$ cat src/hdl/char_cfg.svh
// Tilemap, tile, line geometry and credit depth defines for the character layer
`ifndef CHAR_CFG_SVH
`define CHAR_CFG_SVH

// Tilemap of 64 columns by 32 rows
`define CHAR_MAP_AW 11

// Tile code field of a tilemap word
`define CHAR_CODE_W 9

// Last tilemap row holds the row scroll words
`define CHAR_SCROLL_ROW 31

// 32 visible tiles plus one for the fine scroll
`define CHAR_LINE_TILES 33
`define CHAR_LINE_PIXELS 256

// Credits per link
`define CHAR_STAGE_CREDITS 4
`define CHAR_MEM_CREDITS 4
`define CHAR_PIXEL_CREDITS 8

`endif

$ cat src/hdl/char_pkg.sv
// Package with the CPU bus, tile entry, graphics request, row and pixel structs
`include "char_cfg.svh"

package char_pkg;

    // CPU access to the tilemap
    // Byte enables active low, bit 0 is the low byte
    typedef struct packed {
        logic                    sel;
        logic [`CHAR_MAP_AW-1:0] addr;
        logic [15:0]             wdata;
        logic [1:0]              dsn;
    } cpu_bus_t;

    // Scan stage output
    typedef struct packed {
        logic [`CHAR_CODE_W-1:0] code;
        logic [2:0]              pal;
        logic                    prio;
        logic [2:0]              vline;
        logic                    first;
    } tile_entry_t;

    // Row address in graphics memory
    typedef struct packed {
        logic [`CHAR_CODE_W-1:0] code;
        logic [2:0]              vline;
        logic                    lsb;
    } gfx_req_t;

    // One tile row, leftmost pixel in each MSB
    typedef struct packed {
        logic [7:0] plane2;
        logic [7:0] plane1;
        logic [7:0] plane0;
    } gfx_rsp_t;

    // Row rejoined with its tile attributes
    typedef struct packed {
        gfx_rsp_t   planes;
        logic [2:0] pal;
        logic       prio;
        logic       first;
    } gfx_row_t;

    // Colour is priority, palette, then planes 2 to 0
    typedef struct packed {
        logic [7:0] x;
        logic [6:0] colour;
        logic       last;
    } pixel_t;

endpackage

$ cat src/hdl/tile_scan.sv
// Stage 1 scans the row scroll word and the tile entries of each line
`include "char_cfg.svh"

module tile_scan (
    input  logic                    clk,
    input  logic                    rst,
    input  logic                    line_start,
    input  logic [7:0]              line,
    output logic [`CHAR_MAP_AW-1:0] scan_addr,
    input  logic [15:0]             scan_q,
    output char_pkg::tile_entry_t   entry,
    output logic                    entry_valid,
    input  logic                    entry_credit,
    output logic [2:0]              fine_scroll,
    input  logic                    line_done,
    output logic                    line_busy
);

    localparam int CW = $clog2(`CHAR_STAGE_CREDITS + 1);

    typedef enum logic [1:0] {
        IDLE,
        SCROLL_RD,
        SCROLL_CAP,
        WALK
    } state_t;

    state_t        state;
    logic [4:0]    tile_row;
    logic [2:0]    vline;
    logic [5:0]    col;
    logic [5:0]    tile_cnt;
    logic [CW-1:0] credits;
    logic          rd;
    logic          rd_pend;
    logic          first_pend;

    // One tile read per cycle while credits remain
    assign rd = (state == WALK) && (credits != '0);

    // Scroll word of tile row r sits at column 2r of the scroll row
    always_comb begin
        if (state == SCROLL_RD) begin
            scan_addr = {5'(`CHAR_SCROLL_ROW), tile_row, 1'b0};
        end else begin
            scan_addr = {tile_row, col};
        end
    end

    // Entry leaves with the RAM data, one cycle after its read
    assign entry_valid = rd_pend;

    always_comb begin
        entry.code  = scan_q[`CHAR_CODE_W-1:0];
        entry.pal   = scan_q[11:9];
        entry.prio  = scan_q[12];
        entry.vline = vline;
        entry.first = first_pend;
    end

    always_ff @(posedge clk or posedge rst) begin
        if (rst) begin
            state       <= IDLE;
            tile_row    <= '0;
            vline       <= '0;
            col         <= '0;
            tile_cnt    <= '0;
            fine_scroll <= '0;
            credits     <= CW'(`CHAR_STAGE_CREDITS);
            rd_pend     <= 1'b0;
            first_pend  <= 1'b0;
            line_busy   <= 1'b0;
        end else begin
            rd_pend    <= rd;
            first_pend <= rd && (tile_cnt == '0);
            credits    <= credits - CW'(rd) + CW'(entry_credit);

            case (state)
                IDLE: begin
                    if (line_start) begin
                        tile_row <= line[7:3];
                        vline    <= line[2:0];
                        state    <= SCROLL_RD;
                    end
                end
                SCROLL_RD: begin
                    state <= SCROLL_CAP;
                end
                SCROLL_CAP: begin
                    // Coarse part picks the first column, fine part goes downstream
                    col         <= scan_q[8:3];
                    fine_scroll <= scan_q[2:0];
                    tile_cnt    <= '0;
                    state       <= WALK;
                end
                default: begin
                    // Column wraps at 64 by width
                    if (rd) begin
                        col      <= col + 6'd1;
                        tile_cnt <= tile_cnt + 6'd1;
                        if (tile_cnt == 6'(`CHAR_LINE_TILES - 1)) begin
                            state <= IDLE;
                        end
                    end
                end
            endcase

            // Busy until the last pixel has left
            if (line_start) begin
                line_busy <= 1'b1;
            end else if (line_done) begin
                line_busy <= 1'b0;
            end
        end
    end

endmodule

$ cat config.mk
export PLATFORM = sky130hd
export DESIGN_NAME = tile_scan
export DESIGN_NICKNAME = d
export VERILOG_FILES = /design/src/hdl/char_pkg.sv /design/src/hdl/tile_scan.sv
export VERILOG_INCLUDE_DIRS = /design/src /design/src/hdl
export SDC_FILE = /design/constraint.sdc
export NUM_CORES = 1
export LEC_CHECK = 0
export ABC_CLOCK_PERIOD_IN_PS = 2220
export BUFFER_PORTS_ARGS = -buffer_cell sky130_fd_sc_hd__buf_2
export CELL_PAD_IN_SITES_DETAIL_PLACEMENT = 1
export CELL_PAD_IN_SITES_GLOBAL_PLACEMENT = 1
export CORE_MARGIN = 2
export CORE_UTILIZATION = 38
export DETAILED_ROUTE_END_ITERATION = 10
export PLACE_DENSITY = 0.79
export SYNTH_ARGS = -nofsm -noshare
export SYNTH_HDL_FRONTEND = slang
export SYNTH_SLANG_ARGS = --single-unit
export TNS_END_PERCENT = 100
$ cat constraint.sdc
create_clock -name clk -period 2.22 [get_ports clk]
set_input_delay 0.222 -clock clk [delete_from_list [all_inputs] [get_ports clk]]
set_output_delay 0.222 -clock clk [all_outputs]
set_load 0.02 [all_outputs]
==> impl_metrics.csv <==
group,metric,value,unit
die,die_h,73.0,um
worst_setup_path,cp_top_family,"adder cells",
logic_synthesis,synth-compound-area-share,13.0,%
final_layout,regArea,778,um2
sta,max_slew.worst_pin.slew,589,ps
sta,slew_viol_final,0,
sta,skew,5.68,ps
logic_synthesis,syn_inst,171,
final_layout,area_delta_synth_final,18.4,%
final_layout,diodes,0,
min_path,hp-class,"in2async",
clocking,clkSlewWorstSetupHoldPaths,70,ps
worst_setup_path,cp_num_buf_inv,3,
clocking,cts.htree.levels,2,
logic_synthesis,synthAdderAreaFrac,8.03,%
logic_synthesis,synth_fp_nets,211,
worst_setup_path,worstPathCellList,"o31ai_4 > inv_2 > ha_1 > inv_1 > ha_1 > inv_1 > fa_1 > xnor2_1 > xnor2_1",
detailed_routing,drcViolationCount,0,
logic_synthesis,ys.flop_type,"dfrtp_1",
sta,rsz0062_at_grt,"no",
sta,setup_viol,0,
die,die_area,5320,um2
worst_setup_path,cp_max_fo,4,
worst_setup_path,crit_path_max_incr_delay,440,ps
power_and_ir_drop,leakage,0.00102,uW
detailed_routing,dr.pass1.iters,4,
logic_synthesis,ys_types,42,
sta,period_share,92.9,%
clocking,numCtsBuffers,5,
logic_synthesis,muxShareOfSynthArea,12.8,%
final_layout,fin_nets,255,
logic_synthesis,ys_seq_area_share,43.0,%
detailed_routing,post_drt_wl_per_cell,15.6,um
sta,relSlewSlack,60.7,%
final_layout,n_fill_cell,535,
logic_synthesis,netlist.area_leader.share,41.6,%
placed_design,io_buffers,50,
detailed_routing,wl,4210,um
detailed_routing,num_vias,1451,
logic_synthesis,syn_area,1810,um2
global_routing,grt_max_degree,32,
placed_design,gp_congestion,0.779,
clocking,cts_sinks,31,
logic_synthesis,yosysWarnings,0,
clocking,cts_tree,"done",
power_and_ir_drop,power-per-cell-area,1690,nW/um2
worst_setup_path,cp.arrival,2280,ps
sta,layout_min_cycle_time,2060,ps
logic_synthesis,yosys-top-cells-count,"dfrtp_1, mux2_2, buf_4",
logic_synthesis,synth_edf_count,0,
worst_setup_path,critPathSlowestCell,"dfrtp_1",
worst_setup_path,end_kind,"register",
status,status,"finished clean",
detailed_routing,vias_per_cell,5.37,
logic_synthesis,yosys_register_bits,31,
power_and_ir_drop,finalPower,3610,uW
sta,max_freq,485,MHz
logic_synthesis,synth_top_area_cell,"dfrtp_1",
placed_design,dp_hpwl,3050,um
global_routing,antenna_found_initial,0,
clocking,cts.path.max_buffers,2,
global_routing,grt-ovfl-total,0,
detailed_routing,first_iter_violations,68,
sta,worst_hold_slack,9.59,ps
logic_synthesis,syn-mean-instance-area,10.6,um2
logic_synthesis,synth-simple-area-share,11.8,%
final_layout,multiInputGateArea,845,um2
global_routing,grt_pass1_wl,6810,um
die,num_rows,25,
worst_setup_path,critPathLaunchType,"register",
worst_setup_path,worstSetupPathType,"reg2reg",
die,io_pins,62,
global_routing,grt_pass1_vias,1432,
worst_setup_path,worstPathRequired,2440,ps
die,start_util,38.8,%
die,core,4660,um2
final_layout,drive_gt1_share,43.5,%
sta,tns,0,ps
logic_synthesis,ys_top_cells_by_area,"dfrtp_1, mux2_2, ha_1",
detailed_routing,drtAntennaViolNets,0,
clocking,worstSkewPairLatency,290,ps
global_routing,gr-usage-all-layers,17.3,%
logic_synthesis,synth_top_family_by_area,"compound AO/OA/AOI/OAI gates",
logic_synthesis,yosysMostFrequentCell,"dfrtp_1",
run,drv_cap,0,
die,chipWidth,73.0,um
sta,hold_viol,0,
power_and_ir_drop,ir_drop,0.000622,V
logic_synthesis,async_flop_share,100,%
logic_synthesis,yosys.area_share.xor_xnor,0.970,%
final_layout,final_util,45.9,%
clocking,clockRootBuffer,"clkbuf_8",
area by class of cell:
class / instances / share of cell area [%]
well taps: 54 / 3.16
flip-flops and latches: 31 / 36.4
multi-input cells: 107 / 39.5
inverters: 14 / 2.46
clock buffers: 8 / 4.68
repair buffers: 56 / 13.8
tightest hold or removal path, cell delays in order:
cell and delay (ps):
buf_2 90, inv_1 40, buf_4 360
through the flow:
stage,cell area (um2),std cells,worst slack [ps]
finish,2140,270,157
global route,2140,270,6.94
CTS,2130,269,56.1
detailed placement,2030,261,77.8
global placement,2030,261,160
floorplan,1810,171,174
cell families (layout without fill, tap and decap cells):
| kind of cell | Yosys count | after routing |
|---|---|---|
| buffers and inverters | 33 | 78 |
| adders and majority gates | 11 | 11 |
| DFF | 31 | 31 |
| muxes | 21 | 21 |
| xor gates and xnor gates | 2 | 2 |
| AOI/OAI and AO/OA | 33 | 33 |
| and+or+nand+nor | 40 | 40 |
where the power goes:
| group | internal [uW] | switching [uW] | total [uW] | leakage [uW] |
|---|---|---|---|---|
| registers | 858 | 300 | 1160 | 0.000368 |
| clock network | 283 | 216 | 498 | 0.0000515 |
| logic | 872 | 1090 | 1960 | 0.000604 |
cell usage in the layout (no fill, tap or decap), types with 6 or more instances in the layout:
master,n
clkbuf_8,7
nand3_1,7
buf_4,6
mux2_2,17
dfrtp_1,29
nor2_1,6
inv_1,13
a21oi_1,8
ha_1,9
nand2_1,8
buf_2,50
o22ai_1,7
per-layer routing:
layer | up-vias | global-route usage, % | share of wire, %
li1 | 677 | - | -
met1 | 731 | 20.0 | 40
met2 | 36 | 29.9 | 53
met3 | 7 | 4.56 | 4.4
met4 | 0 | 8.02 | 1.8
met5 | - | 0 | 0
flip-flops by register name, summed over array words and instances (netlist names):
signal and cells:
line_busy 1, col 6, entry_valid 1, tile_row 5, state 2, first_pend 1
vline 3, tile_cnt 6, fine_scroll 3, credits 3
timing repair:
| item | 4_1_cts | 5_1_grt |
|---|---|---|
| hold endpoints to repair | 0 | 0 |
| setup endpoints to repair | 0 | 1 |
| hold buffers | 0 | 0 |
| buffers inserted | 0 | 1 |
| resized for setup | 0 | 2 |
final timing paths:
kind / start / to / slack, ps / cells past startpoint
min in group clk: line_start / line_busy / 170 / 2
max reg2reg: credits[0] / credits[2] / 160 / 9
max in group asynchronous: rst / credits[2] / 1890 / 3
min reg2reg: line_busy / line_busy / 480 / 1
max: credits[0] / credits[2] / 160 / 9
min: rst / fine_scroll[2] / 10 / 3
Note: power is estimated with default switching activity, not from simulation.
