### src/hdl/char_cfg.svh
// Tilemap, tile, line geometry and credit depth defines for the character layer
`ifndef CHAR_CFG_SVH
`define CHAR_CFG_SVH

// Tilemap of 64 columns by 32 rows
`define CHAR_MAP_AW 11

// Tile code field of a tilemap word
`define CHAR_CODE_W 9

// Last tilemap row holds the row scroll words
`define CHAR_SCROLL_ROW 31

// 32 visible tiles plus one for the fine scroll
`define CHAR_LINE_TILES 33
`define CHAR_LINE_PIXELS 256

// Credits per link
`define CHAR_STAGE_CREDITS 4
`define CHAR_MEM_CREDITS 4
`define CHAR_PIXEL_CREDITS 8

`endif

### src/hdl/char_pkg.sv
// Package with the CPU bus, tile entry, graphics request, row and pixel structs
`include "char_cfg.svh"

package char_pkg;

    // CPU access to the tilemap
    // Byte enables active low, bit 0 is the low byte
    typedef struct packed {
        logic                    sel;
        logic [`CHAR_MAP_AW-1:0] addr;
        logic [15:0]             wdata;
        logic [1:0]              dsn;
    } cpu_bus_t;

    // Scan stage output
    typedef struct packed {
        logic [`CHAR_CODE_W-1:0] code;
        logic [2:0]              pal;
        logic                    prio;
        logic [2:0]              vline;
        logic                    first;
    } tile_entry_t;

    // Row address in graphics memory
    typedef struct packed {
        logic [`CHAR_CODE_W-1:0] code;
        logic [2:0]              vline;
        logic                    lsb;
    } gfx_req_t;

    // One tile row, leftmost pixel in each MSB
    typedef struct packed {
        logic [7:0] plane2;
        logic [7:0] plane1;
        logic [7:0] plane0;
    } gfx_rsp_t;

    // Row rejoined with its tile attributes
    typedef struct packed {
        gfx_rsp_t   planes;
        logic [2:0] pal;
        logic       prio;
        logic       first;
    } gfx_row_t;

    // Colour is priority, palette, then planes 2 to 0
    typedef struct packed {
        logic [7:0] x;
        logic [6:0] colour;
        logic       last;
    } pixel_t;

endpackage

### src/hdl/credit_fifo.sv
// Credit link receive buffer for any payload type, one credit back per pop
`include "char_cfg.svh"

module credit_fifo #(
    parameter type payload_t = logic
) (
    input  logic     clk,
    input  logic     rst,
    input  logic     in_valid,
    input  payload_t in_data,
    output logic     credit,
    output payload_t out_data,
    output logic     out_ready,
    input  logic     pop
);

    localparam int DEPTH = `CHAR_STAGE_CREDITS;
    localparam int PW    = $clog2(DEPTH);
    localparam int CW    = $clog2(DEPTH + 1);

    payload_t      slots [0:DEPTH-1];
    logic [PW-1:0] wr_ptr;
    logic [PW-1:0] rd_ptr;
    logic [CW-1:0] count;
    logic          do_pop;

    // Pop of an empty buffer does nothing
    assign do_pop    = pop && out_ready;
    assign out_ready = count != '0;
    assign out_data  = slots[rd_ptr];

    always_ff @(posedge clk) begin
        if (in_valid) begin
            slots[wr_ptr] <= in_data;
        end
    end

    always_ff @(posedge clk or posedge rst) begin
        if (rst) begin
            wr_ptr <= '0;
            rd_ptr <= '0;
            count  <= '0;
            credit <= 1'b0;
        end else begin
            if (in_valid) begin
                wr_ptr <= (wr_ptr == PW'(DEPTH - 1)) ? '0 : wr_ptr + 1'b1;
            end
            if (do_pop) begin
                rd_ptr <= (rd_ptr == PW'(DEPTH - 1)) ? '0 : rd_ptr + 1'b1;
            end
            count  <= count + CW'(in_valid) - CW'(do_pop);
            // Freed slot goes back to the sender
            credit <= do_pop;
        end
    end

endmodule

### src/hdl/gfx_fetch.sv
// Stage 2 issues graphics requests and rejoins the responses with tile attributes
`include "char_cfg.svh"

module gfx_fetch (
    input  logic                  clk,
    input  logic                  rst,
    input  char_pkg::tile_entry_t entry,
    input  logic                  entry_valid,
    output logic                  entry_credit,
    output char_pkg::gfx_req_t    req,
    output logic                  req_valid,
    input  logic                  req_credit,
    input  char_pkg::gfx_rsp_t    rsp,
    input  logic                  rsp_valid,
    output char_pkg::gfx_row_t    row,
    output logic                  row_valid,
    input  logic                  row_credit
);

    localparam int MCW = $clog2(`CHAR_MEM_CREDITS + 1);
    localparam int RCW = $clog2(`CHAR_STAGE_CREDITS + 1);
    localparam int TQ  = `CHAR_MEM_CREDITS;
    localparam int TPW = $clog2(TQ);

    // Attributes waiting for their graphics data
    typedef struct packed {
        logic [2:0] pal;
        logic       prio;
        logic       first;
    } tag_t;

    char_pkg::tile_entry_t head;
    logic                  head_ready;
    logic                  issue;
    logic [MCW-1:0]        mem_cred;
    logic [RCW-1:0]        row_cred;
    tag_t                  tags [0:TQ-1];
    logic [TPW-1:0]        tag_wr;
    logic [TPW-1:0]        tag_rd;
    tag_t                  tag_head;

    credit_fifo #(
        .payload_t (char_pkg::tile_entry_t)
    ) i_entry_fifo (
        .clk       (clk),
        .rst       (rst),
        .in_valid  (entry_valid),
        .in_data   (entry),
        .credit    (entry_credit),
        .out_data  (head),
        .out_ready (head_ready),
        .pop       (issue)
    );

    // Row credit reserved at issue
    // so every response has a downstream slot waiting
    assign issue    = head_ready && (mem_cred != '0) && (row_cred != '0);
    assign tag_head = tags[tag_rd];

    always_ff @(posedge clk or posedge rst) begin
        if (rst) begin
            req_valid <= 1'b0;
            row_valid <= 1'b0;
            mem_cred  <= MCW'(`CHAR_MEM_CREDITS);
            row_cred  <= RCW'(`CHAR_STAGE_CREDITS);
            tag_wr    <= '0;
            tag_rd    <= '0;
        end else begin
            req_valid <= issue;
            row_valid <= rsp_valid;
            mem_cred  <= mem_cred - MCW'(issue) + MCW'(req_credit);
            row_cred  <= row_cred - RCW'(issue) + RCW'(row_credit);
            // Responses return in request order
            if (issue) begin
                tag_wr <= tag_wr + 1'b1;
            end
            if (rsp_valid) begin
                tag_rd <= tag_rd + 1'b1;
            end
        end
    end

    always_ff @(posedge clk) begin
        if (issue) begin
            req.code      <= head.code;
            req.vline     <= head.vline;
            req.lsb       <= 1'b0;
            tags[tag_wr]  <= '{head.pal, head.prio, head.first};
        end
        if (rsp_valid) begin
            row.planes <= rsp;
            row.pal    <= tag_head.pal;
            row.prio   <= tag_head.prio;
            row.first  <= tag_head.first;
        end
    end

endmodule

### config.mk
export PLATFORM = sky130hd
export DESIGN_NAME = gfx_fetch
export DESIGN_NICKNAME = d
export VERILOG_FILES = /design/src/hdl/char_pkg.sv /design/src/hdl/credit_fifo.sv /design/src/hdl/gfx_fetch.sv
export VERILOG_INCLUDE_DIRS = /design/src /design/src/hdl
export SDC_FILE = /design/constraint.sdc
export NUM_CORES = 1
export LEC_CHECK = 0
export BUFFER_PORTS_ARGS = -buffer_cell sky130_fd_sc_hd__buf_4
export CELL_PAD_IN_SITES_DETAIL_PLACEMENT = 1
export CELL_PAD_IN_SITES_GLOBAL_PLACEMENT = 2
export CORE_ASPECT_RATIO = 1.1
export CORE_MARGIN = 2
export CORE_UTILIZATION = 38
export DETAILED_ROUTE_END_ITERATION = 12
export PLACE_DENSITY = 0.73
export SYNTH_ARGS = -nofsm -noshare
export SYNTH_HDL_FRONTEND = slang
export SYNTH_SLANG_ARGS = --single-unit
### constraint.sdc
create_clock -name clk -period 2.95 [get_ports clk]
set_input_delay 0.1475 -clock clk [delete_from_list [all_inputs] [get_ports clk]]
set_output_delay 0.1475 -clock clk [all_outputs]
set_load 0.01 [all_outputs]
==> flow_summary.ini <==
[synth]
synth-edff-count = 129
syn-num-nets = 311
ys_ff_latch = 149
synth_flop_cell = edfxtp_1
synth_cell_type_count = 24
yosys_warnings = 0
avgSynthCellArea_sq_um = 22.34
postSynth.asyncResetShare = 0.1342
syn_area_sq_mm = 0.005497
ys_seq_area_frac = 0.7963
synthCells = 246

[place]
placed_area_sq_mm = 0.006414
gp_congestion = 0.6782
dp_hpwl_um = 6400
pre_cts_ws_ns = 0.6339
io_buffers = 90
post-place-cells = 527

[power]
power_mw = 7.514
power.share.switching = 0.2792
clkPwrFrac = 0.279
seq_power_share = 0.449
p_leak_nw = 2.832
power_frac_comb = 0.271
internal-power_mw = 5.416
power_density_mw_per_mm2 = 1011
peakVddDrop_v = 0.0004774
switchingPower_mw = 2.098

[clock_network]
numCtsBuffers = 17
htree_num_levels = 4
clk_latency_ns = 0.42
cts_tree = yes
root_buffer = clkbuf_16
clkSinkCount = 149
ctsLongestPathBuffers = 2
cts_resized = 0
path_clk_slew_ns = 0.06

[finish]
drive_gt1_frac = 0.3829
fillers = 1331
syn2layout_area_growth_pct = 35.17
fin_cells = 602
final_area_sq_mm = 0.007430
fin_util = 0.5205
num_antenna_cells = 0
nNetsFinal = 464

[sta]
finClkSkew_ns = 0.003637
holdWs_ns = 0.08073
fin_crit_ns = 2.285
fin_tns_setup_ns = 0
max_freq_ghz = 0.4377
rsz0062_at_grt = false
finalSetupViolCount = 0
slew_headroom = 0.3859
finalHoldViolCount = 0
timing.final.ws_setup_ns = 0.6652
fin_crit_sh = 0.7745
timing.final.max_slew_violations = 0
worst_pin_slew_ns = 0.9211

[global_routing]
grt_pass1_wl_um = 17460
grt_pass1_vias = 3178
grt_usage = 0.1550
antenna_found_initial = 0
grt_start_max_net_pins = 33
overflow = 0

[floorplanning]
io-pin-count = 92
core-area_sq_mm = 0.01427
rows = 46
start_util = 0.3851
die_y_um = 130.1
die_x_um = 118.7
dieArea_sq_mm = 0.01544

[routing]
viasPerCell = 4.568
vias = 2750
wl_um = 11060
drc = 0
wl_per_cell_um = 18.37
final_antenna_net_count = 0
first_pass_iters = 4
first_iter_violations = 124

[critical_path]
crit_family = adder cells
worst-path-max-fanout = 10
r2r-start = row_cred[2]
crit_type = reg2reg
crit_path_end_kind = flip-flop
max_stage_delay_ns = 0.54
startpoint_type = flip-flop
arrival_ns = 2.63
required_ns = 3.29
startpoint = row_cred[2]
r2r_cells = 8
worst-path-stages = 8
crit_buf_inv = 1
crit_path_cell_trace = nor3_2 -> nor3_4 -> ha_1 -> inv_1 -> ha_1 -> fa_1 -> xnor2_1 -> xnor2_1
critPathSlowestCell = dfstp_2

[hold_path]
worstHoldStart = rsp_valid
hold_depth = 1
worstHoldPathType = in2reg

[run_status]
status = finished clean

[run]
max_cap_viol_count = 0
[per-layer routing]
layer | global-route usage | vias to the layer above | wire length, um
li1 | - | 1246 | -
met1 | 0.1699 | 1388 | 4360
met4 | 0.07143 | 0 | 161
met3 | 0.05507 | 17 | 708
met2 | 0.2725 | 99 | 5827
met5 | 0 | - | 0
[cells by family (layout without fill, tap and decap cells)]
group                      after synthesis  after routing  synth area share
AOI/OAI and AO/OA                        2              2          0.001821
xor gates and xnor gates                 9              9           0.01434
adders and majority gates               18             18           0.04507
buffers and inverters                   25            189           0.02117
DFF                                    149            149            0.7963
muxes                                   25             25           0.09834
other                                    1              1         0.0006822
and+or+nand+nor                         17             17           0.02231
[state kept, by name, summed over array words and instances, names as in the netlist, 3 cells and up]
register            cells
req                    12
i_entry_fifo.count      3
tags                   20
row_cred                3
i_entry_fifo.slots     68
mem_cred                3
row                    29
[worst register-to-register path: stages, from the launching register on]
cell and delay, ns:
dfstp_2 0.54, nor3_2 0.06, nor3_4 0.46, ha_1 0.22, inv_1 0.05, ha_1 0.19
fa_1 0.38, xnor2_1 0.18, xnor2_1 0.13
[power groups by stage]
stage	clock, mW	combinational, mW	sequential (mW)
floorplan	0	1.32	3.35
global placement	0	1.94	3.39
detailed placement	0	2.03	3.42
CTS	2.15	2.11	3.39
global route	2.23	2.26	3.45
finish	2.10	2.04	3.38
[Yosys cell counts (all sizes together) (2+ instances only)]
library cell,number,area share
and2,8,0.010
dfstp,2,0.0096
inv,18,0.012
ha,15,0.034
mux2,3,0.0082
buf,6,0.0082
fa,3,0.011
nand2,2,0.0014
edfxtp,129,0.70
nor3,5,0.0093
dfrtp,18,0.082
mux4,22,0.090
o21ai,2,0.0018
xnor2,8,0.013
[final timing paths]
check / end / slack (ns)
worst max-delay path: i_entry_fifo.count[2] / 0.67
worst min-delay path: row_valid / 0.08
worst max register to register: i_entry_fifo.count[2] / 0.67
worst min register to register: mem_cred[2] / 0.54
max in group asynchronous: i_entry_fifo.rd_ptr[0] / 1.98
min in group asynchronous: i_entry_fifo.count[2] / 0.46
[repair_timing]
action | in CTS | in global routing
endpoints found under the hold margin | 114 | 0
hold buffers | 45 | 0
buffers inserted | 0 | 0
[placed cells by master (no fill, tap or decap), drive strengths merged, types with 3 or more instances in the layout]
master,n
edfxtp,129
buf,96
dlygate4sd3,45
mux4,22
inv,19
dfrtp,18
clkbuf,17
ha,15
xnor2,8
clkinv,8
and2,8
nor3,5
mux2,3
fa,3
bufinv,3
[layout make-up]
class	count	area, sq um	share of cell area
repair buffers	141	1171	0.1576
clock inverters	13	140.1	0.01886
well taps	192	240.2	0.03233
multi-input cells	72	1008	0.1357
clock buffers	17	425.4	0.05726
inverters	18	67.56	0.009094
flip-flops and latches	149	4377	0.5891
(Power assumes the default switching activity.)
