## config.mk

```make
export PLATFORM = sky130hd
export DESIGN_NAME = pixel_shift
export DESIGN_NICKNAME = d
export VERILOG_FILES = /design/src/hdl/char_pkg.sv /design/src/hdl/credit_fifo.sv /design/src/hdl/pixel_shift.sv
export VERILOG_INCLUDE_DIRS = /design/src /design/src/hdl
export SDC_FILE = /design/constraint.sdc
export NUM_CORES = 1
export LEC_CHECK = 0
export BUFFER_PORTS_ARGS = -buffer_cell sky130_fd_sc_hd__buf_2
export CAP_MARGIN = 20
export CORE_UTILIZATION = 35
export CTS_CLUSTER_SIZE = 30
export DETAILED_ROUTE_END_ITERATION = 16
export SLEW_MARGIN = 15
export SYNTH_ARGS = -nofsm -noshare
export SYNTH_HDL_FRONTEND = slang
export SYNTH_SLANG_ARGS = --single-unit
```

## constraint.sdc

```tcl
create_clock -name clk -period 3.1 [get_ports clk]
set_clock_uncertainty 0.1 [all_clocks]
set_input_delay 0.62 -clock clk [delete_from_list [all_inputs] [get_ports clk]]
set_output_delay 0.62 -clock clk [all_outputs]
set_load 0.01 [all_outputs]
```

## src/hdl/char_cfg.svh

```systemverilog
// Tilemap, tile, line geometry and credit depth defines for the character layer
`ifndef CHAR_CFG_SVH
`define CHAR_CFG_SVH

// Tilemap of 64 columns by 32 rows
`define CHAR_MAP_AW 11

// Tile code field of a tilemap word
`define CHAR_CODE_W 9

// Last tilemap row holds the row scroll words
`define CHAR_SCROLL_ROW 31

// 32 visible tiles plus one for the fine scroll
`define CHAR_LINE_TILES 33
`define CHAR_LINE_PIXELS 256

// Credits per link
`define CHAR_STAGE_CREDITS 4
`define CHAR_MEM_CREDITS 4
`define CHAR_PIXEL_CREDITS 8

`endif

```

## src/hdl/char_pkg.sv

```systemverilog
// Package with the CPU bus, tile entry, graphics request, row and pixel structs
`include "char_cfg.svh"

package char_pkg;

    // CPU access to the tilemap
    // Byte enables active low, bit 0 is the low byte
    typedef struct packed {
        logic                    sel;
        logic [`CHAR_MAP_AW-1:0] addr;
        logic [15:0]             wdata;
        logic [1:0]              dsn;
    } cpu_bus_t;

    // Scan stage output
    typedef struct packed {
        logic [`CHAR_CODE_W-1:0] code;
        logic [2:0]              pal;
        logic                    prio;
        logic [2:0]              vline;
        logic                    first;
    } tile_entry_t;

    // Row address in graphics memory
    typedef struct packed {
        logic [`CHAR_CODE_W-1:0] code;
        logic [2:0]              vline;
        logic                    lsb;
    } gfx_req_t;

    // One tile row, leftmost pixel in each MSB
    typedef struct packed {
        logic [7:0] plane2;
        logic [7:0] plane1;
        logic [7:0] plane0;
    } gfx_rsp_t;

    // Row rejoined with its tile attributes
    typedef struct packed {
        gfx_rsp_t   planes;
        logic [2:0] pal;
        logic       prio;
        logic       first;
    } gfx_row_t;

    // Colour is priority, palette, then planes 2 to 0
    typedef struct packed {
        logic [7:0] x;
        logic [6:0] colour;
        logic       last;
    } pixel_t;

endpackage

```

## src/hdl/credit_fifo.sv

```systemverilog
// Credit link receive buffer for any payload type, one credit back per pop
`include "char_cfg.svh"

module credit_fifo #(
    parameter type payload_t = logic
) (
    input  logic     clk,
    input  logic     rst,
    input  logic     in_valid,
    input  payload_t in_data,
    output logic     credit,
    output payload_t out_data,
    output logic     out_ready,
    input  logic     pop
);

    localparam int DEPTH = `CHAR_STAGE_CREDITS;
    localparam int PW    = $clog2(DEPTH);
    localparam int CW    = $clog2(DEPTH + 1);

    payload_t      slots [0:DEPTH-1];
    logic [PW-1:0] wr_ptr;
    logic [PW-1:0] rd_ptr;
    logic [CW-1:0] count;
    logic          do_pop;

    // Pop of an empty buffer does nothing
    assign do_pop    = pop && out_ready;
    assign out_ready = count != '0;
    assign out_data  = slots[rd_ptr];

    always_ff @(posedge clk) begin
        if (in_valid) begin
            slots[wr_ptr] <= in_data;
        end
    end

    always_ff @(posedge clk or posedge rst) begin
        if (rst) begin
            wr_ptr <= '0;
            rd_ptr <= '0;
            count  <= '0;
            credit <= 1'b0;
        end else begin
            if (in_valid) begin
                wr_ptr <= (wr_ptr == PW'(DEPTH - 1)) ? '0 : wr_ptr + 1'b1;
            end
            if (do_pop) begin
                rd_ptr <= (rd_ptr == PW'(DEPTH - 1)) ? '0 : rd_ptr + 1'b1;
            end
            count  <= count + CW'(in_valid) - CW'(do_pop);
            // Freed slot goes back to the sender
            credit <= do_pop;
        end
    end

endmodule

```

## src/hdl/pixel_shift.sv

```systemverilog
// Stage 3 shifts plane bits into pixels, drops the fine scroll and counts x
`include "char_cfg.svh"

module pixel_shift (
    input  logic               clk,
    input  logic               rst,
    input  char_pkg::gfx_row_t row,
    input  logic               row_valid,
    output logic               row_credit,
    input  logic [2:0]         fine_scroll,
    output char_pkg::pixel_t   px,
    output logic               px_valid,
    input  logic               px_credit,
    output logic               line_done
);

    localparam int PCW = $clog2(`CHAR_PIXEL_CREDITS + 1);

    char_pkg::gfx_row_t head;
    logic               head_ready;
    logic               pop;
    logic               load;
    logic               discard;
    logic               emit;
    logic               last_px;
    logic               need_row;
    logic [2:0]         skip;
    logic [7:0]         p0;
    logic [7:0]         p1;
    logic [7:0]         p2;
    logic [2:0]         pal;
    logic               prio;
    logic [3:0]         bits_left;
    logic [7:0]         x_cnt;
    logic [PCW-1:0]     px_cred;
    logic               drop;

    credit_fifo #(
        .payload_t (char_pkg::gfx_row_t)
    ) i_row_fifo (
        .clk       (clk),
        .rst       (rst),
        .in_valid  (row_valid),
        .in_data   (row),
        .credit    (row_credit),
        .out_data  (head),
        .out_ready (head_ready),
        .pop       (pop)
    );

    assign emit     = (bits_left != '0) && (px_cred != '0);
    assign last_px  = emit && (x_cnt == 8'(`CHAR_LINE_PIXELS - 1));
    // Next row loads as the current one runs out
    assign need_row = (bits_left == '0) || ((bits_left == 4'd1) && emit);
    // Rows past x = 255 are thrown away until the next line's first row
    assign discard  = drop && head_ready && !head.first;
    assign load     = need_row && head_ready && !last_px && (!drop || head.first);
    assign pop      = load || discard;
    // Only the first row of a line loses pixels
    assign skip     = head.first ? fine_scroll : 3'd0;

    always_ff @(posedge clk or posedge rst) begin
        if (rst) begin
            px_valid  <= 1'b0;
            line_done <= 1'b0;
            px_cred   <= PCW'(`CHAR_PIXEL_CREDITS);
            x_cnt     <= '0;
            drop      <= 1'b0;
            bits_left <= '0;
        end else begin
            px_valid  <= emit;
            line_done <= last_px;
            px_cred   <= px_cred - PCW'(emit) + PCW'(px_credit);
            // Wraps to 0 after 256 pixels
            if (emit) begin
                x_cnt <= x_cnt + 8'd1;
            end
            if (last_px) begin
                drop <= 1'b1;
            end else if (load) begin
                drop <= 1'b0;
            end
            if (last_px) begin
                bits_left <= '0;
            end else if (load) begin
                bits_left <= 4'd8 - 4'(skip);
            end else if (emit) begin
                bits_left <= bits_left - 4'd1;
            end
        end
    end

    // Plane shifters and pixel payload
    always_ff @(posedge clk) begin
        if (load) begin
            p0   <= head.planes.plane0 << skip;
            p1   <= head.planes.plane1 << skip;
            p2   <= head.planes.plane2 << skip;
            pal  <= head.pal;
            prio <= head.prio;
        end else if (emit) begin
            p0 <= p0 << 1;
            p1 <= p1 << 1;
            p2 <= p2 << 1;
        end
        if (emit) begin
            px.x      <= x_cnt;
            px.colour <= {prio, pal, p2[7], p1[7], p0[7]};
            px.last   <= x_cnt == 8'(`CHAR_LINE_PIXELS - 1);
        end
    end

endmodule

```

==> summary.md <==
| Metric | Value |
|---|---|
| Die area | 23780 µm² |
| DR iter-0 viols | 285 |
| Sequential share of the synthesized area | 67.61% |
| H-Tree Depth | 4 |
| Num ports | 55 |
| Number of flops mapped to enable cells by yosys | 160 |
| Relative slew margins | 59.92% |
| Die Span X | 154.2 µm |
| DP HPWL | 10.22 mm |
| Layout cell share with drive strength beyond 1 | 24.92% |
| Nets | 651 |
| DR pass1 iterations | 4 |
| CP required | 3.37 ns |
| Row cnt | 55 |
| Final TNS setup | 0 ns |
| Yosys top cell by area | edfxtp_1 |
| LEAKAGE | 3.515 nW |
| Main combinational cell family by area after synthesis | multiplexers |
| Worst vdd ir | 436.3 µV |
| Reg2Reg Depth | 13 |
| Mapped cell area | 8108 µm² |
| Top post-synthesis cells by area | edfxtp_1 (59%), mux4_2 (9.7%), dfrtp_1 (8.0%), nand2_1 (3.4%), ha_1 (2.5%) |
| Drc violations | 0 |
| Top cell type's share of synthesized area | 59.26% |
| Mux cell area share after synthesis | 12.58% |
| Synth Area in Simple Gates | 8.256% |
| Clk root buf | clkbuf_16 |
| Routability cong. | 0.8523 |
| FFs w/ async S/R, synth | 14.44% |
| Remaining antenna violation count after routing | 0 |
| Vias per cell | 4.973 |
| Vias | 4451 |
| Post-DR wirelength/cell | 16.91 µm |
| Least-Margin Pin Slew | 0.6005 ns |
| Status | finished clean |
| Post-Synth Adder-Cell Area | 2.963% |
| Critical Path Sink Type | flop |
| Die H | 154.2 µm |
| CTS tree | done |
| Top-count cell post-synth | edfxtp_1 |
| Core footprint | 22710 µm² |
| # clock sinks | 187 |
| Cell Pwr Density | 999.7 nW/µm² |
| RR Endpoint | i_row_fifo.count[2] |
| FILL cells | 2070 |
| Unrepaired setup endpoints after global routing | false |
| XOR/XNOR share of the synthesized area | 1.296% |
| Clock buffer depth | 2 |
| Slew Limit Fails | 0 |
| ANT cells | 0 |
| Maxcap violations | 0 |
| Crit Path Max Fanout | 4 |
| Compound-cell area share of the yosys netlist | 4.398% |
| Worst Setup Slack, final | 0.2452 ns |
| Syn avg cell area | 15.44 µm² |
| Port bufs | 54 |
| Vias in the first global route | 4648 |
| Setup-failing EPs final | 0 |
| Crit path kind | flop to flop |
| GR Util All Layers | 13.68% |
| Post-Syn Instances | 525 |
| Initial antenna violation count | 0 |
| Top post-synthesis cells by count | edfxtp_1 (160), nand2_1 (74), mux4_2 (35), dfrtp_1 (26), inv_1 (23) |
| Max Clock Freq | 350.3 MHz |
| Layout area overhead | 15.14% |
| Pre-CTS setup slack | 0.09710 ns |
| Worst setup SP type | flop |
| Clk slew on worst S/H paths | 0.07 ns |
| First-pass GRT wire length | 24.56 mm |
| Tcrit/Tclk final | 92.09% |
| Synth Net Count | 579 |
| Hold Crit Class | input port to async pin |
| Period minus WS final | 2.855 ns |
| RR Startpoint | x_cnt[0] |
| Clk Latency, worst-skew pair | 0.44 ns |
| Fin. Hold Viols | 0 |
| Total wire length | 15.14 mm |
| Cts hold-fix bufs | 0 |
| CTS Buf Count | 17 |
| Largest net degree at the start of global routing | 31 |
| WP data arrival | 3.12 ns |
| Post-synthesis cell type count | 46 |
| Primary FF master, synth | edfxtp_1 |
| YS warnings | 0 |
| Initial core utilization | 35.70% |
| GRT overflow | 0 |
| Reg2Reg Setup Slack | 0.25 ns |
| Seq cells post-synth | 187 |
-- cell type report --
type | instances | area (µm²) | share of cell area, %
sequential | 187 | 5483 | 58.73
clock inverter | 14 | 120.1 | 1.287
timing repair buffer | 77 | 455.4 | 4.879
clock buffer | 18 | 429.2 | 4.597
inverter | 24 | 90.09 | 0.9650
tap | 285 | 356.6 | 3.820
multi-input combinational | 290 | 2401 | 25.72
-- through the flow --
stage,instances,instance area (µm²),hold WS (ns),utilization [%],power (mW)
finish,895,9335,0.1374,41.11,9.332
floorplan,525,8108,0.3003,-,6.377
global route,895,9335,0.1921,41.11,9.955
detailed placement,861,8761,0.3102,38.58,7.368
global placement,861,8761,0.3085,38.58,7.248
CTS,893,9310,0.1497,41.00,9.422
-- metal layers --
| layer | GRT usage (%) | wire length, µm |
|---|---|---|
| met3 | 3.306 | 653 |
| met4 | 5.429 | 241 |
| met2 | 22.71 | 7483 |
| met5 | 0 | 0 |
| met1 | 17.27 | 6759 |
-- worst max-delay path: stages, from the launching register on --
cell,delay (ns)
dfrtp_1,0.41
ha_2,0.23
nand3_1,0.07
or2_0,0.27
a41oi_2,0.25
a21o_1,0.18
inv_1,0.06
ha_1,0.29
inv_1,0.05
ha_1,0.13
inv_1,0.05
fa_1,0.37
xnor2_1,0.19
xnor2_1,0.13
-- cells by family (layout without fill, tap and decap cells) --
kind of cell             count (synthesis)  in the layout
adder cells (fa/ha/maj)                 18             18
flip-flops                             187            187
buffers and inverters                   48            133
XOR/XNOR                                12             12
AO/OA/AOI/OAI                           57             57
multiplexers                            57             57
AND/OR/NAND/NOR                        146            146
-- layout by cell type (no fill, tap or decap), types with 2 or more instances in the layout --
cell type and n:
edfxtp_1 160, nand2_1 74, buf_2 54, mux4_2 35, dfrtp_1 25, inv_1 23
buf_4 22, nor2_1 19, mux2i_1 18, clkbuf_16 17, nand3_1 15, ha_1 15
o21ai_0 14, a21oi_1 11, xnor2_1 9, and2_1 9, nor3_1 8, a31oi_1 8
a32oi_1 7, o21ai_1 6, a21o_1 5, nand4_1 4, inv_6 4, xor2_1 3
nor2b_1 3, or3b_1 3, nor4b_1 3, clkinv_4 3, clkinv_1 3, nand2b_1 2
mux2_2 2, a221oi_1 2, fa_1 2, clkinv_2 2
-- sequential cells by signal (all words and copies together) (netlist names), 4 cells and up --
name	cells
p2	8
i_row_fifo.slots	116
p0	8
p1	8
x_cnt	8
px	16
bits_left	4
px_cred	4
-- what timing repair did --
action                     4_1_cts  5_1_grt
setup endpoints to repair        0        1
resized for setup                0        2
setup buffers                    0        2
-- how the worst max path moves through the flow --
stage	start	to	slack [ns]	cells after the start
final	x_cnt[0]	i_row_fifo.count[2]	0.25	13
after detailed placement	x_cnt[0]	i_row_fifo.count[2]	0.1	13
after CTS	x_cnt[0]	i_row_fifo.count[2]	0.1	13
after global routing	x_cnt[0]	i_row_fifo.count[2]	0.02	13
after floorplan	px_cred[3]	px_cred[2]	0.02	12
after global placement	x_cnt[0]	i_row_fifo.count[2]	0.21	13
-- report_power, final --
part	internal, mW	total [mW]	switching, mW
sequential	3.62	3.90	0.283
combinational	1.45	3.39	1.94
clock	1.11	2.04	0.936
total	6.18	9.33	3.16
(Power assumes the default switching activity.)
